## src/verilog/hzd_pkg.sv

```systemverilog
/* Hazard control package
   Opcodes, register and stage sizes, and the two views of an instruction word */
`default_nettype none

package hzd_pkg;

   localparam int reg_addr_width_c = 5;
   localparam int dep_stages_c     = 4;

   // Slots in the dependency vectors
   localparam int stage_ex1_c = 0;
   localparam int stage_ex2_c = 1;
   localparam int stage_iwb_c = 2;
   localparam int stage_fwb_c = 3;

   localparam logic [6:0] op_load_c    = 7'b0000011;
   localparam logic [6:0] op_load_fp_c = 7'b0000111;
   localparam logic [6:0] op_store_c   = 7'b0100011;
   localparam logic [6:0] op_op_c      = 7'b0110011;
   localparam logic [6:0] op_op_fp_c   = 7'b1010011;
   localparam logic [6:0] op_fence_c   = 7'b0001111;
   localparam logic [6:0] op_system_c  = 7'b1110011;

   // funct7 of the M extension within OP
   localparam logic [6:0] funct7_muldiv_c = 7'b0000001;

   typedef struct packed {
      logic [6:0]                  funct7;
      logic [reg_addr_width_c-1:0] rs2;
      logic [reg_addr_width_c-1:0] rs1;
      logic [2:0]                  funct3;
      logic [reg_addr_width_c-1:0] rd;
      logic [6:0]                  opcode;
   } hzd_instr_r_s;

   // Bits 11:7 hold the low immediate here instead of rd
   typedef struct packed {
      logic [6:0]                  imm_hi;
      logic [reg_addr_width_c-1:0] rs2;
      logic [reg_addr_width_c-1:0] rs1;
      logic [2:0]                  funct3;
      logic [4:0]                  imm_lo;
      logic [6:0]                  opcode;
   } hzd_instr_s_s;

   typedef union packed {
      hzd_instr_r_s r;
      hzd_instr_s_s s;
   } hzd_instr_u;

endpackage

`default_nettype wire
```

## src/verilog/hzd_backend_ctrl.sv

```systemverilog
/* Back-end dispatch control
   Ties issue decode, the dependency pipeline and the hazard detector together */
`timescale 1ns/1ps
`default_nettype none

module hzd_backend_ctrl
   import hzd_pkg::*;
   #(parameter int vaddr_width_p = 32)
   (
   input  wire                      clk_i,
   input  wire                      reset_i,
   input  wire                      isd_v_i,
   input  wire  [31:0]              isd_instr_i,
   input  wire  [vaddr_width_p-1:0] isd_pc_i,
   input  wire  [vaddr_width_p-1:0] expected_npc_i,
   input  wire                      mmu_cmd_ready_i,
   input  wire                      credits_full_i,
   input  wire                      credits_empty_i,
   input  wire                      flush_i,
   input  wire                      mem3_miss_i,

   output logic                     dispatch_v_o,
   output logic                     roll_o,
   output logic                     poison_iss_o,
   output logic                     poison_isd_o,
   output logic                     poison_ex1_o,
   output logic                     poison_ex2_o
   );

   logic [reg_addr_width_c-1:0] isd_rs1_addr, isd_rs2_addr;
   logic isd_irs1_v, isd_irs2_v, isd_frs1_v, isd_frs2_v, isd_fence_v, isd_mem_v;

   logic [reg_addr_width_c-1:0] rd_addr;
   logic mul_iwb_v, mem_iwb_v, mem_fwb_v, fp_fwb_v, mem_v, serial_v;

   logic [dep_stages_c-1:0][reg_addr_width_c-1:0] dep_rd_addr;
   logic [dep_stages_c-1:0] dep_mul_iwb_v, dep_mem_iwb_v, dep_mem_fwb_v;
   logic [dep_stages_c-1:0] dep_fp_fwb_v, dep_mem_v, dep_serial_v;
   logic                     ex1_v;
   logic [vaddr_width_p-1:0] ex1_pc;

   // Detector feedback into the pipeline
   logic dispatch_v, poison_isd, poison_ex1, poison_ex2;

   hzd_issue_decode u_decode (
      .isd_instr_i   (isd_instr_i),
      .isd_v_i       (isd_v_i),
      .isd_rs1_addr_o(isd_rs1_addr),
      .isd_rs2_addr_o(isd_rs2_addr),
      .isd_irs1_v_o  (isd_irs1_v),
      .isd_irs2_v_o  (isd_irs2_v),
      .isd_frs1_v_o  (isd_frs1_v),
      .isd_frs2_v_o  (isd_frs2_v),
      .isd_fence_v_o (isd_fence_v),
      .isd_mem_v_o   (isd_mem_v),
      .rd_addr_o     (rd_addr),
      .mul_iwb_v_o   (mul_iwb_v),
      .mem_iwb_v_o   (mem_iwb_v),
      .mem_fwb_v_o   (mem_fwb_v),
      .fp_fwb_v_o    (fp_fwb_v),
      .mem_v_o       (mem_v),
      .serial_v_o    (serial_v)
   );

   hzd_dep_pipe #(.vaddr_width_p(vaddr_width_p)) u_dep_pipe (
      .clk_i          (clk_i),
      .reset_i        (reset_i),
      .isd_v_i        (isd_v_i),
      .isd_pc_i       (isd_pc_i),
      .dispatch_v_i   (dispatch_v),
      .poison_isd_i   (poison_isd),
      .poison_ex1_i   (poison_ex1),
      .poison_ex2_i   (poison_ex2),
      .rd_addr_i      (rd_addr),
      .mul_iwb_v_i    (mul_iwb_v),
      .mem_iwb_v_i    (mem_iwb_v),
      .mem_fwb_v_i    (mem_fwb_v),
      .fp_fwb_v_i     (fp_fwb_v),
      .mem_v_i        (mem_v),
      .serial_v_i     (serial_v),
      .dep_rd_addr_o  (dep_rd_addr),
      .dep_mul_iwb_v_o(dep_mul_iwb_v),
      .dep_mem_iwb_v_o(dep_mem_iwb_v),
      .dep_mem_fwb_v_o(dep_mem_fwb_v),
      .dep_fp_fwb_v_o (dep_fp_fwb_v),
      .dep_mem_v_o    (dep_mem_v),
      .dep_serial_v_o (dep_serial_v),
      .ex1_v_o        (ex1_v),
      .ex1_pc_o       (ex1_pc)
   );

   hzd_detector #(.vaddr_width_p(vaddr_width_p)) u_detector (
      .clk_i           (clk_i),
      .reset_i         (reset_i),
      .isd_rs1_addr_i  (isd_rs1_addr),
      .isd_rs2_addr_i  (isd_rs2_addr),
      .isd_irs1_v_i    (isd_irs1_v),
      .isd_irs2_v_i    (isd_irs2_v),
      .isd_frs1_v_i    (isd_frs1_v),
      .isd_frs2_v_i    (isd_frs2_v),
      .isd_fence_v_i   (isd_fence_v),
      .isd_mem_v_i     (isd_mem_v),
      .dep_rd_addr_i   (dep_rd_addr),
      .dep_mul_iwb_v_i (dep_mul_iwb_v),
      .dep_mem_iwb_v_i (dep_mem_iwb_v),
      .dep_mem_fwb_v_i (dep_mem_fwb_v),
      .dep_fp_fwb_v_i  (dep_fp_fwb_v),
      .dep_mem_v_i     (dep_mem_v),
      .dep_serial_v_i  (dep_serial_v),
      .ex1_v_i         (ex1_v),
      .ex1_pc_i        (ex1_pc),
      .expected_npc_i  (expected_npc_i),
      .mmu_cmd_ready_i (mmu_cmd_ready_i),
      .credits_full_i  (credits_full_i),
      .credits_empty_i (credits_empty_i),
      .flush_i         (flush_i),
      .mem3_miss_i     (mem3_miss_i),
      .chk_dispatch_v_o(dispatch_v),
      .chk_roll_o      (roll_o),
      .chk_poison_iss_o(poison_iss_o),
      .chk_poison_isd_o(poison_isd),
      .chk_poison_ex1_o(poison_ex1),
      .chk_poison_ex2_o(poison_ex2)
   );

   assign dispatch_v_o = dispatch_v;
   assign poison_isd_o = poison_isd;
   assign poison_ex1_o = poison_ex1;
   assign poison_ex2_o = poison_ex2;

endmodule

`default_nettype wire

```

## src/verilog/hzd_dep_pipe.sv

```systemverilog
/* Dependency pipeline
   Tracks writeback records of dispatched instructions through ex1, ex2, iwb and fwb */
`timescale 1ns/1ps
`default_nettype none

module hzd_dep_pipe
   import hzd_pkg::*;
   #(parameter int vaddr_width_p = 32)
   (
   input  wire                                            clk_i,
   input  wire                                            reset_i,

   input  wire                                            isd_v_i,
   input  wire  [vaddr_width_p-1:0]                       isd_pc_i,
   input  wire                                            dispatch_v_i,
   input  wire                                            poison_isd_i,
   input  wire                                            poison_ex1_i,
   input  wire                                            poison_ex2_i,

   // New record from decode
   input  wire  [reg_addr_width_c-1:0]                    rd_addr_i,
   input  wire                                            mul_iwb_v_i,
   input  wire                                            mem_iwb_v_i,
   input  wire                                            mem_fwb_v_i,
   input  wire                                            fp_fwb_v_i,
   input  wire                                            mem_v_i,
   input  wire                                            serial_v_i,

   output logic [dep_stages_c-1:0][reg_addr_width_c-1:0]  dep_rd_addr_o,
   output logic [dep_stages_c-1:0]                        dep_mul_iwb_v_o,
   output logic [dep_stages_c-1:0]                        dep_mem_iwb_v_o,
   output logic [dep_stages_c-1:0]                        dep_mem_fwb_v_o,
   output logic [dep_stages_c-1:0]                        dep_fp_fwb_v_o,
   output logic [dep_stages_c-1:0]                        dep_mem_v_o,
   output logic [dep_stages_c-1:0]                        dep_serial_v_o,
   output logic                                           ex1_v_o,
   output logic [vaddr_width_p-1:0]                       ex1_pc_o
   );

   localparam int flag_width_lp = 6;

   logic                        ins_v;
   logic [flag_width_lp-1:0]    flag_new;
   logic [dep_stages_c-2:0]     pass_v;
   logic [flag_width_lp-1:0]    flag_q [dep_stages_c];
   logic [reg_addr_width_c-1:0] rd_q   [dep_stages_c];
   logic                        ex1_v_q;
   logic [vaddr_width_p-1:0]    ex1_pc_q;

   // Only a dispatched, unpoisoned instruction enters ex1
   assign ins_v = isd_v_i & dispatch_v_i & ~poison_isd_i;

   assign flag_new = {serial_v_i, mem_v_i, fp_fwb_v_i, mem_fwb_v_i, mem_iwb_v_i, mul_iwb_v_i};

   // Stage s survives the move into s+1 unless it was poisoned
   assign pass_v[stage_ex1_c] = ~poison_ex1_i;
   assign pass_v[stage_ex2_c] = ~poison_ex2_i;
   assign pass_v[stage_iwb_c] = 1'b1;

   always_ff @(posedge clk_i)
   begin
      if (reset_i)
      begin
         for (int s = 0; s < dep_stages_c; s++)
         begin
            flag_q[s] <= '0;
         end
         ex1_v_q <= 1'b0;
      end
      else
      begin
         flag_q[stage_ex1_c] <= ins_v ? flag_new : '0;
         for (int s = 1; s < dep_stages_c; s++)
         begin
            flag_q[s] <= pass_v[s-1] ? flag_q[s-1] : '0;
         end
         ex1_v_q <= ins_v;
      end
   end

   // Destination addresses and the ex1 pc move alongside the flags
   always_ff @(posedge clk_i)
   begin
      rd_q[stage_ex1_c] <= rd_addr_i;
      for (int s = 1; s < dep_stages_c; s++)
      begin
         rd_q[s] <= rd_q[s-1];
      end
      ex1_pc_q <= isd_pc_i;
   end

   always_comb
   begin
      for (int s = 0; s < dep_stages_c; s++)
      begin
         dep_rd_addr_o[s]   = rd_q[s];
         dep_mul_iwb_v_o[s] = flag_q[s][0];
         dep_mem_iwb_v_o[s] = flag_q[s][1];
         dep_mem_fwb_v_o[s] = flag_q[s][2];
         dep_fp_fwb_v_o[s]  = flag_q[s][3];
         dep_mem_v_o[s]     = flag_q[s][4];
         dep_serial_v_o[s]  = flag_q[s][5];
      end
   end

   assign ex1_v_o  = ex1_v_q;
   assign ex1_pc_o = ex1_pc_q;

endmodule

`default_nettype wire

```

## src/verilog/hzd_detector.sv

```systemverilog
/* Hazard detector
   Combinational check of data and structural hazards, mispredicts, flushes and misses */
`timescale 1ns/1ps
`default_nettype none

module hzd_detector
   import hzd_pkg::*;
   #(parameter int vaddr_width_p = 32)
   (
   input  wire                                            clk_i,
   input  wire                                            reset_i,

   // Issue side
   input  wire  [reg_addr_width_c-1:0]                    isd_rs1_addr_i,
   input  wire  [reg_addr_width_c-1:0]                    isd_rs2_addr_i,
   input  wire                                            isd_irs1_v_i,
   input  wire                                            isd_irs2_v_i,
   input  wire                                            isd_frs1_v_i,
   input  wire                                            isd_frs2_v_i,
   input  wire                                            isd_fence_v_i,
   input  wire                                            isd_mem_v_i,

   // In-flight records
   input  wire  [dep_stages_c-1:0][reg_addr_width_c-1:0]  dep_rd_addr_i,
   input  wire  [dep_stages_c-1:0]                        dep_mul_iwb_v_i,
   input  wire  [dep_stages_c-1:0]                        dep_mem_iwb_v_i,
   input  wire  [dep_stages_c-1:0]                        dep_mem_fwb_v_i,
   input  wire  [dep_stages_c-1:0]                        dep_fp_fwb_v_i,
   input  wire  [dep_stages_c-1:0]                        dep_mem_v_i,
   input  wire  [dep_stages_c-1:0]                        dep_serial_v_i,
   input  wire                                            ex1_v_i,
   input  wire  [vaddr_width_p-1:0]                       ex1_pc_i,

   input  wire  [vaddr_width_p-1:0]                       expected_npc_i,
   input  wire                                            mmu_cmd_ready_i,
   input  wire                                            credits_full_i,
   input  wire                                            credits_empty_i,
   input  wire                                            flush_i,
   input  wire                                            mem3_miss_i,

   output logic                                           chk_dispatch_v_o,
   output logic                                           chk_roll_o,
   output logic                                           chk_poison_iss_o,
   output logic                                           chk_poison_isd_o,
   output logic                                           chk_poison_ex1_o,
   output logic                                           chk_poison_ex2_o
   );

   // fwb results are always forwardable, so only ex1 to iwb are compared
   logic [dep_stages_c-2:0] rs1_match;
   logic [dep_stages_c-2:0] rs2_match;
   logic [dep_stages_c-2:0] int_prod;
   logic [dep_stages_c-2:0] fp_prod;
   logic irs1_haz_v, irs2_haz_v, frs1_haz_v, frs2_haz_v;
   logic mem_in_pipe_v, fence_haz_v, serial_haz_v;
   logic data_haz_v, struct_haz_v, mispredict_v, kill_v;

   always_comb
   begin
      for (int i = 0; i < dep_stages_c - 1; i++)
      begin
         rs1_match[i] = (isd_rs1_addr_i != '0) & (isd_rs1_addr_i == dep_rd_addr_i[i]);
         rs2_match[i] = (isd_rs2_addr_i != '0) & (isd_rs2_addr_i == dep_rd_addr_i[i]);
      end

      // Producers whose result cannot yet be forwarded
      int_prod[stage_ex1_c] = dep_mul_iwb_v_i[stage_ex1_c] | dep_mem_iwb_v_i[stage_ex1_c];
      int_prod[stage_ex2_c] = dep_mem_iwb_v_i[stage_ex2_c];
      int_prod[stage_iwb_c] = 1'b0;

      fp_prod[stage_ex1_c] = dep_mem_fwb_v_i[stage_ex1_c] | dep_fp_fwb_v_i[stage_ex1_c];
      fp_prod[stage_ex2_c] = dep_mem_fwb_v_i[stage_ex2_c] | dep_fp_fwb_v_i[stage_ex2_c];
      fp_prod[stage_iwb_c] = dep_fp_fwb_v_i[stage_iwb_c];

      irs1_haz_v = isd_irs1_v_i & (|(rs1_match & int_prod));
      irs2_haz_v = isd_irs2_v_i & (|(rs2_match & int_prod));
      frs1_haz_v = isd_frs1_v_i & (|(rs1_match & fp_prod));
      frs2_haz_v = isd_frs2_v_i & (|(rs2_match & fp_prod));
      data_haz_v = irs1_haz_v | irs2_haz_v | frs1_haz_v | frs2_haz_v;

      // Fences wait for outstanding memory traffic to drain
      mem_in_pipe_v = |dep_mem_v_i[stage_iwb_c:stage_ex1_c];
      fence_haz_v   = (isd_fence_v_i & (~credits_empty_i | mem_in_pipe_v))
                      | (isd_mem_v_i & credits_full_i);
      serial_haz_v  = |dep_serial_v_i;
      struct_haz_v  = ~mmu_cmd_ready_i | fence_haz_v | serial_haz_v;

      mispredict_v = ex1_v_i & (ex1_pc_i != expected_npc_i);
   end

   assign kill_v = flush_i | mem3_miss_i;

   assign chk_dispatch_v_o = ~(data_haz_v | struct_haz_v);
   assign chk_roll_o       = mem3_miss_i;

   // A mispredict squashes everything younger than ex1, and ex1 itself
   assign chk_poison_iss_o = mispredict_v | kill_v;
   assign chk_poison_isd_o = mispredict_v | kill_v;
   assign chk_poison_ex1_o = mispredict_v | kill_v;
   assign chk_poison_ex2_o = kill_v;

endmodule

`default_nettype wire

```

## src/verilog/hzd_issue_decode.sv

```systemverilog
/* Issue decode
   Classifies the instruction at issue into source reads and a writeback record */
`timescale 1ns/1ps
`default_nettype none

module hzd_issue_decode
   import hzd_pkg::*;
   (
   input  wire hzd_instr_u                 isd_instr_i,
   input  wire                             isd_v_i,

   output logic [reg_addr_width_c-1:0]     isd_rs1_addr_o,
   output logic [reg_addr_width_c-1:0]     isd_rs2_addr_o,
   output logic                            isd_irs1_v_o,
   output logic                            isd_irs2_v_o,
   output logic                            isd_frs1_v_o,
   output logic                            isd_frs2_v_o,
   output logic                            isd_fence_v_o,
   output logic                            isd_mem_v_o,

   // Record for the dependency pipeline
   output logic [reg_addr_width_c-1:0]     rd_addr_o,
   output logic                            mul_iwb_v_o,
   output logic                            mem_iwb_v_o,
   output logic                            mem_fwb_v_o,
   output logic                            fp_fwb_v_o,
   output logic                            mem_v_o,
   output logic                            serial_v_o
   );

   logic load_v;
   logic load_fp_v;
   logic store_v;
   logic op_v;
   logic op_fp_v;
   logic fence_v;
   logic system_v;
   logic mul_v;
   logic wr_v;

   // Opcode classes, all qualified by a valid instruction
   assign load_v    = isd_v_i & (isd_instr_i.r.opcode == op_load_c);
   assign load_fp_v = isd_v_i & (isd_instr_i.r.opcode == op_load_fp_c);
   assign store_v   = isd_v_i & (isd_instr_i.s.opcode == op_store_c);
   assign op_v      = isd_v_i & (isd_instr_i.r.opcode == op_op_c);
   assign op_fp_v   = isd_v_i & (isd_instr_i.r.opcode == op_op_fp_c);
   assign fence_v   = isd_v_i & (isd_instr_i.r.opcode == op_fence_c);
   assign system_v  = isd_v_i & (isd_instr_i.r.opcode == op_system_c);

   assign mul_v = op_v & (isd_instr_i.r.funct7 == funct7_muldiv_c);

   assign isd_rs1_addr_o = isd_instr_i.r.rs1;
   assign isd_rs2_addr_o = isd_instr_i.r.rs2;

   assign isd_irs1_v_o  = load_v | load_fp_v | store_v | op_v | system_v;
   assign isd_irs2_v_o  = store_v | op_v;
   assign isd_frs1_v_o  = op_fp_v;
   assign isd_frs2_v_o  = op_fp_v;
   assign isd_fence_v_o = fence_v;
   assign isd_mem_v_o   = load_v | load_fp_v | store_v;

   // Store words carry imm_lo in the rd slot, so no destination is recorded
   assign rd_addr_o = store_v ? '0 : isd_instr_i.r.rd;

   // Writes to register 0 are dropped
   assign wr_v = (rd_addr_o != '0);

   assign mul_iwb_v_o = mul_v & wr_v;
   assign mem_iwb_v_o = load_v & wr_v;
   assign mem_fwb_v_o = load_fp_v & wr_v;
   assign fp_fwb_v_o  = op_fp_v & wr_v;
   assign mem_v_o     = isd_mem_v_o;
   assign serial_v_o  = system_v;

endmodule

`default_nettype wire

```

## config.mk

```make
export PLATFORM = sky130hd
export DESIGN_NAME = hzd_backend_ctrl
export DESIGN_NICKNAME = d
export VERILOG_FILES = /design/src/verilog/hzd_pkg.sv /design/src/verilog/hzd_backend_ctrl.sv /design/src/verilog/hzd_dep_pipe.sv /design/src/verilog/hzd_detector.sv /design/src/verilog/hzd_issue_decode.sv
export SDC_FILE = /design/constraint.sdc
export NUM_CORES = 1
export LEC_CHECK = 0
export ABC_AREA = 0
export ABC_CLOCK_PERIOD_IN_PS = 2400
export BUFFER_PORTS_ARGS = -buffer_cell sky130_fd_sc_hd__buf_2
export CAP_MARGIN = 20
export CELL_PAD_IN_SITES_DETAIL_PLACEMENT = 0
export CELL_PAD_IN_SITES_GLOBAL_PLACEMENT = 2
export CORE_MARGIN = 2
export CORE_UTILIZATION = 27
export DETAILED_ROUTE_END_ITERATION = 10
export PLACE_DENSITY_LB_ADDON = 0.1
export SYNTH_ARGS = -nofsm -noshare
export SYNTH_HDL_FRONTEND = slang
export SYNTH_SLANG_ARGS = --single-unit
export TNS_END_PERCENT = 50
```

## constraint.sdc

```tcl
create_clock -name clk_i -period 2.4 [get_ports clk_i]
set_input_delay 0.24 -clock clk_i [delete_from_list [all_inputs] [get_ports clk_i]]
set_output_delay 0.24 -clock clk_i [all_outputs]
set_load 0.01 [all_outputs]
```

==> out/metrics.yaml <==
detailed_routing:
  via_per_inst: 4.30
  antenna_left: 0
  firstDrtPassIters: 4
  drtIter0Drc: 31
  routed_wl_microns: 6410
  wl_per_cell_microns: 12.7
  drc: 0
  vias: 2175
sta:
  setup_viol: 0
  post-route-period-util_pct: 93.9
  finalHoldViolations: 0
  maxSlewViolCount: 0
  fin_crit_ns: 2.25
  worstMarginPinSlew_ns: 0.579
  grt_setup_unrepaired: "true"
  whs_ns: 0.0739
  relSlewSlack_pct: 61.0
  fin_skew_ns: 0.00671
  max_freq_mhz: 444
  layout_setup_ws_ns: 0.146
critical_path:
  path_cells: "nor4b_4 > o2bb2ai_1 > a221o_1 > a221oi_2 > nand4_2 > inv_1 > buf_2"
  cp.required_ns: 2.16
  worstReg2RegEnd: "u_dep_pipe.flag_q[0][1]$_SDFF_PP0_"
  slowest_delay_ns: 0.35
  cp.arrival_ns: 2.01
  r2r_start: "u_dep_pipe.flag_q[0][16]$_SDFF_PP0_"
  r2r_cells: 7
  crit_slowest_cell: "a221o_1"
  r2r_slack_ns: 0.42
  path_max_fanout: 3
  critPathKind: "reg -> out"
  cp-end-kind: "output pin"
  start_kind: "flop"
synthesis:
  synthArstFlopShare_pct: 0
  synth_edf_count: 0
  syn-cell-area_sq_um: 2530
  netlist-cell-type-count: 37
  syn_inst: 240
  synth_seq_area_share_pct: 49.8
  synth-seq-cells: 63
  syn-num-nets: 344
  avgSynthCellArea_sq_um: 10.5
  synth_top_flop_cell: "dfxtp_1"
  yosysWarningCount: 0
global_route:
  overflow: 0
  grt_pass1_wl_microns: 9970
  antenna_found_initial: 0
  grt_start_max_net_pins: 13
  grt_use_total_pct: 12.8
  grt_pass1_vias: 2188
power_and_ir_drop:
  p_per_area_nw_per_um2: 617
  peakVddDrop_mv: 0.249
  power.total_w: 0.00232
  power.leakage_nw: 1.62
clocking:
  clk_pin_slew_ns: 0.07
  cts_buffer_depth: 2
  htree_levels: 3
  clock_latency_ns: 0.33
  cts_made_buffers: 9
  ctsRootBufferMaster: "clkbuf_8"
  tritoncts: "built"
  clock_sinks: 63
flow_run:
  cap_violations: 0
floorplanning:
  die_y_microns: 101
  die_area_sq_um: 10200
  core_area_sq_um: 9150
  io_pins: 110
  start_util_pct: 27.7
  std_cell_rows: 35
  die_w_microns: 101
final_layout:
  syn_to_final_growth_pct: 48.6
  final_util_pct: 41.1
  mostFrequentLayoutCell: "buf_2"
  final_cell_mix: "106 x buf_2, 62 x dfxtp_1, 32 x xor2_1, 32 x dlygate4sd3_1, 30 x xnor2_1"
  layout.area.seq_sq_um: 1260
  fill_cells: 896
  layout.cells.non_filler: 506
  fin_nets: 494
  multi_input_area_sq_um: 1240
  drive_gt1_share_pct: 35.9
  diodes: 0
hold_path:
  whs_path_depth: 2
  min_from: "reset_i"
  hp-class: "in -> reg"
  worstHoldEndpoint: "u_dep_pipe.flag_q[0][23]$_SDFF_PP0_"
placed_design:
  gp_congestion: 0.771
  io_buffers: 106
  place_ws_ns: 0.106
  dp.cells: 456
  post-dp-hpwl_microns: 4950
outcome:
  status: "finished clean"
==> how the worst max path moves through the flow <==
stage | start | to | slack, ns | cells past startpoint
floorplan | isd_instr_i[3] | dispatch_v_o | 0.43 | 7
global placement | isd_instr_i[21] | dispatch_v_o | 0.11 | 8
detailed placement | isd_instr_i[21] | dispatch_v_o | 0.11 | 8
CTS | u_dep_pipe.flag_q[0][10]$_SDFF_PP0_ | dispatch_v_o | 0.005 | 7
global route | isd_instr_i[21] | dispatch_v_o | -0.002 | 8
finish | u_dep_pipe.flag_q[0][16]$_SDFF_PP0_ | dispatch_v_o | 0.15 | 7
==> worst max-delay path, delay by kind of cell, from the launching register on <==
kind                   cells  cell delay (ns)
AO/OA/AOI/OAI              3             0.67
buffers and inverters      2             0.20
flip-flops                 1             0.33
AND/OR/NAND/NOR            2             0.49
==> through the flow <==
step / cell area, sq um / setup TNS, ns
finish: 3760 / 0
global route: 3760 / -0.00166
CTS: 3730 / 0
detailed placement: 3210 / 0
global placement: 3210 / 0
floorplan: 2530 / 0
==> repair_timing <==
item,4_1_cts,5_1_grt
setup endpoints to repair,1,4
buffers inserted,0,2
resized for setup,1,3
hold endpoints to repair,32,0
hold buffers,32,0
pin swaps,0,3
gates cloned,0,0
==> state kept, by name (all words and copies together), names as in the netlist <==
| name | flops |
|---|---|
| u_dep_pipe.flag_q | 15 |
| u_dep_pipe.rd_q | 15 |
| u_dep_pipe.ex1_v_o | 1 |
| u_dep_pipe.ex1_pc_o | 32 |
==> power breakdown <==
| group | switching, W | internal, W | leakage, nW |
|---|---|---|---|
| clock | 0.000420 | 0.000480 | 0.0956 |
| sequential | 0.0000248 | 0.00109 | 0.526 |
| combinational | 0.000127 | 0.000181 | 0.994 |
| total | 0.000572 | 0.00175 | 1.62 |
==> layer usage <==
layer,part of all wire (%),GRT usage [%],vias up
li1,-,-,1138
met2,45,20.2,73
met5,0,0,-
met1,47,16.2,956
met4,1.5,7.27,0
met3,6.1,2.70,8
==> synthesized netlist by cell type (2+ instances only) <==
| library cell | n | area (sq um) |
|---|---|---|
| xnor2_1 | 30 | 263 |
| xor2_1 | 32 | 280 |
| nor2b_1 | 6 | 37.5 |
| o21ai_0 | 2 | 10.0 |
| nand2b_1 | 4 | 25.0 |
| clkbuf_1 | 3 | 11.3 |
| o22ai_1 | 2 | 12.5 |
| and3_1 | 5 | 31.3 |
| and2_1 | 3 | 18.8 |
| nor4b_1 | 4 | 35.0 |
| dfxtp_1 | 63 | 1260 |
| o211ai_1 | 4 | 30.0 |
| o21a_1 | 2 | 15.0 |
| o21ai_1 | 2 | 10.0 |
| or4_1 | 3 | 22.5 |
| nand3_1 | 12 | 60.1 |
| nor2_1 | 6 | 22.5 |
| nor3_1 | 9 | 45.0 |
| nand4b_1 | 2 | 17.5 |
| nand4_1 | 2 | 12.5 |
| buf_4 | 3 | 22.5 |
| nand2_1 | 8 | 30.0 |
| o211ai_2 | 2 | 25.0 |
| inv_1 | 4 | 15.0 |
| nor4_1 | 15 | 93.8 |
==> final cells by class <==
type                       instances  share of cell area [%]
multi-input combinational        166                    32.9
clock buffer                       9                    3.29
inverter                           4                   0.399
sequential                        63                    33.6
clock inverter                     7                    1.93
timing repair buffer             146                    24.2
tap                              111                    3.69
==> logic make-up (layout without fill, tap and decap cells) <==
family / after synthesis / count (layout) / synth area share [%]
AO/OA/AOI/OAI: 20 / 20 / 6.72
XOR/XNOR: 62 / 62 / 21.5
buffers and inverters: 11 / 166 / 2.13
flip-flops: 63 / 63 / 49.8
AND/OR/NAND/NOR: 84 / 84 / 19.9
Note: power is estimated with default switching activity, not from simulation.
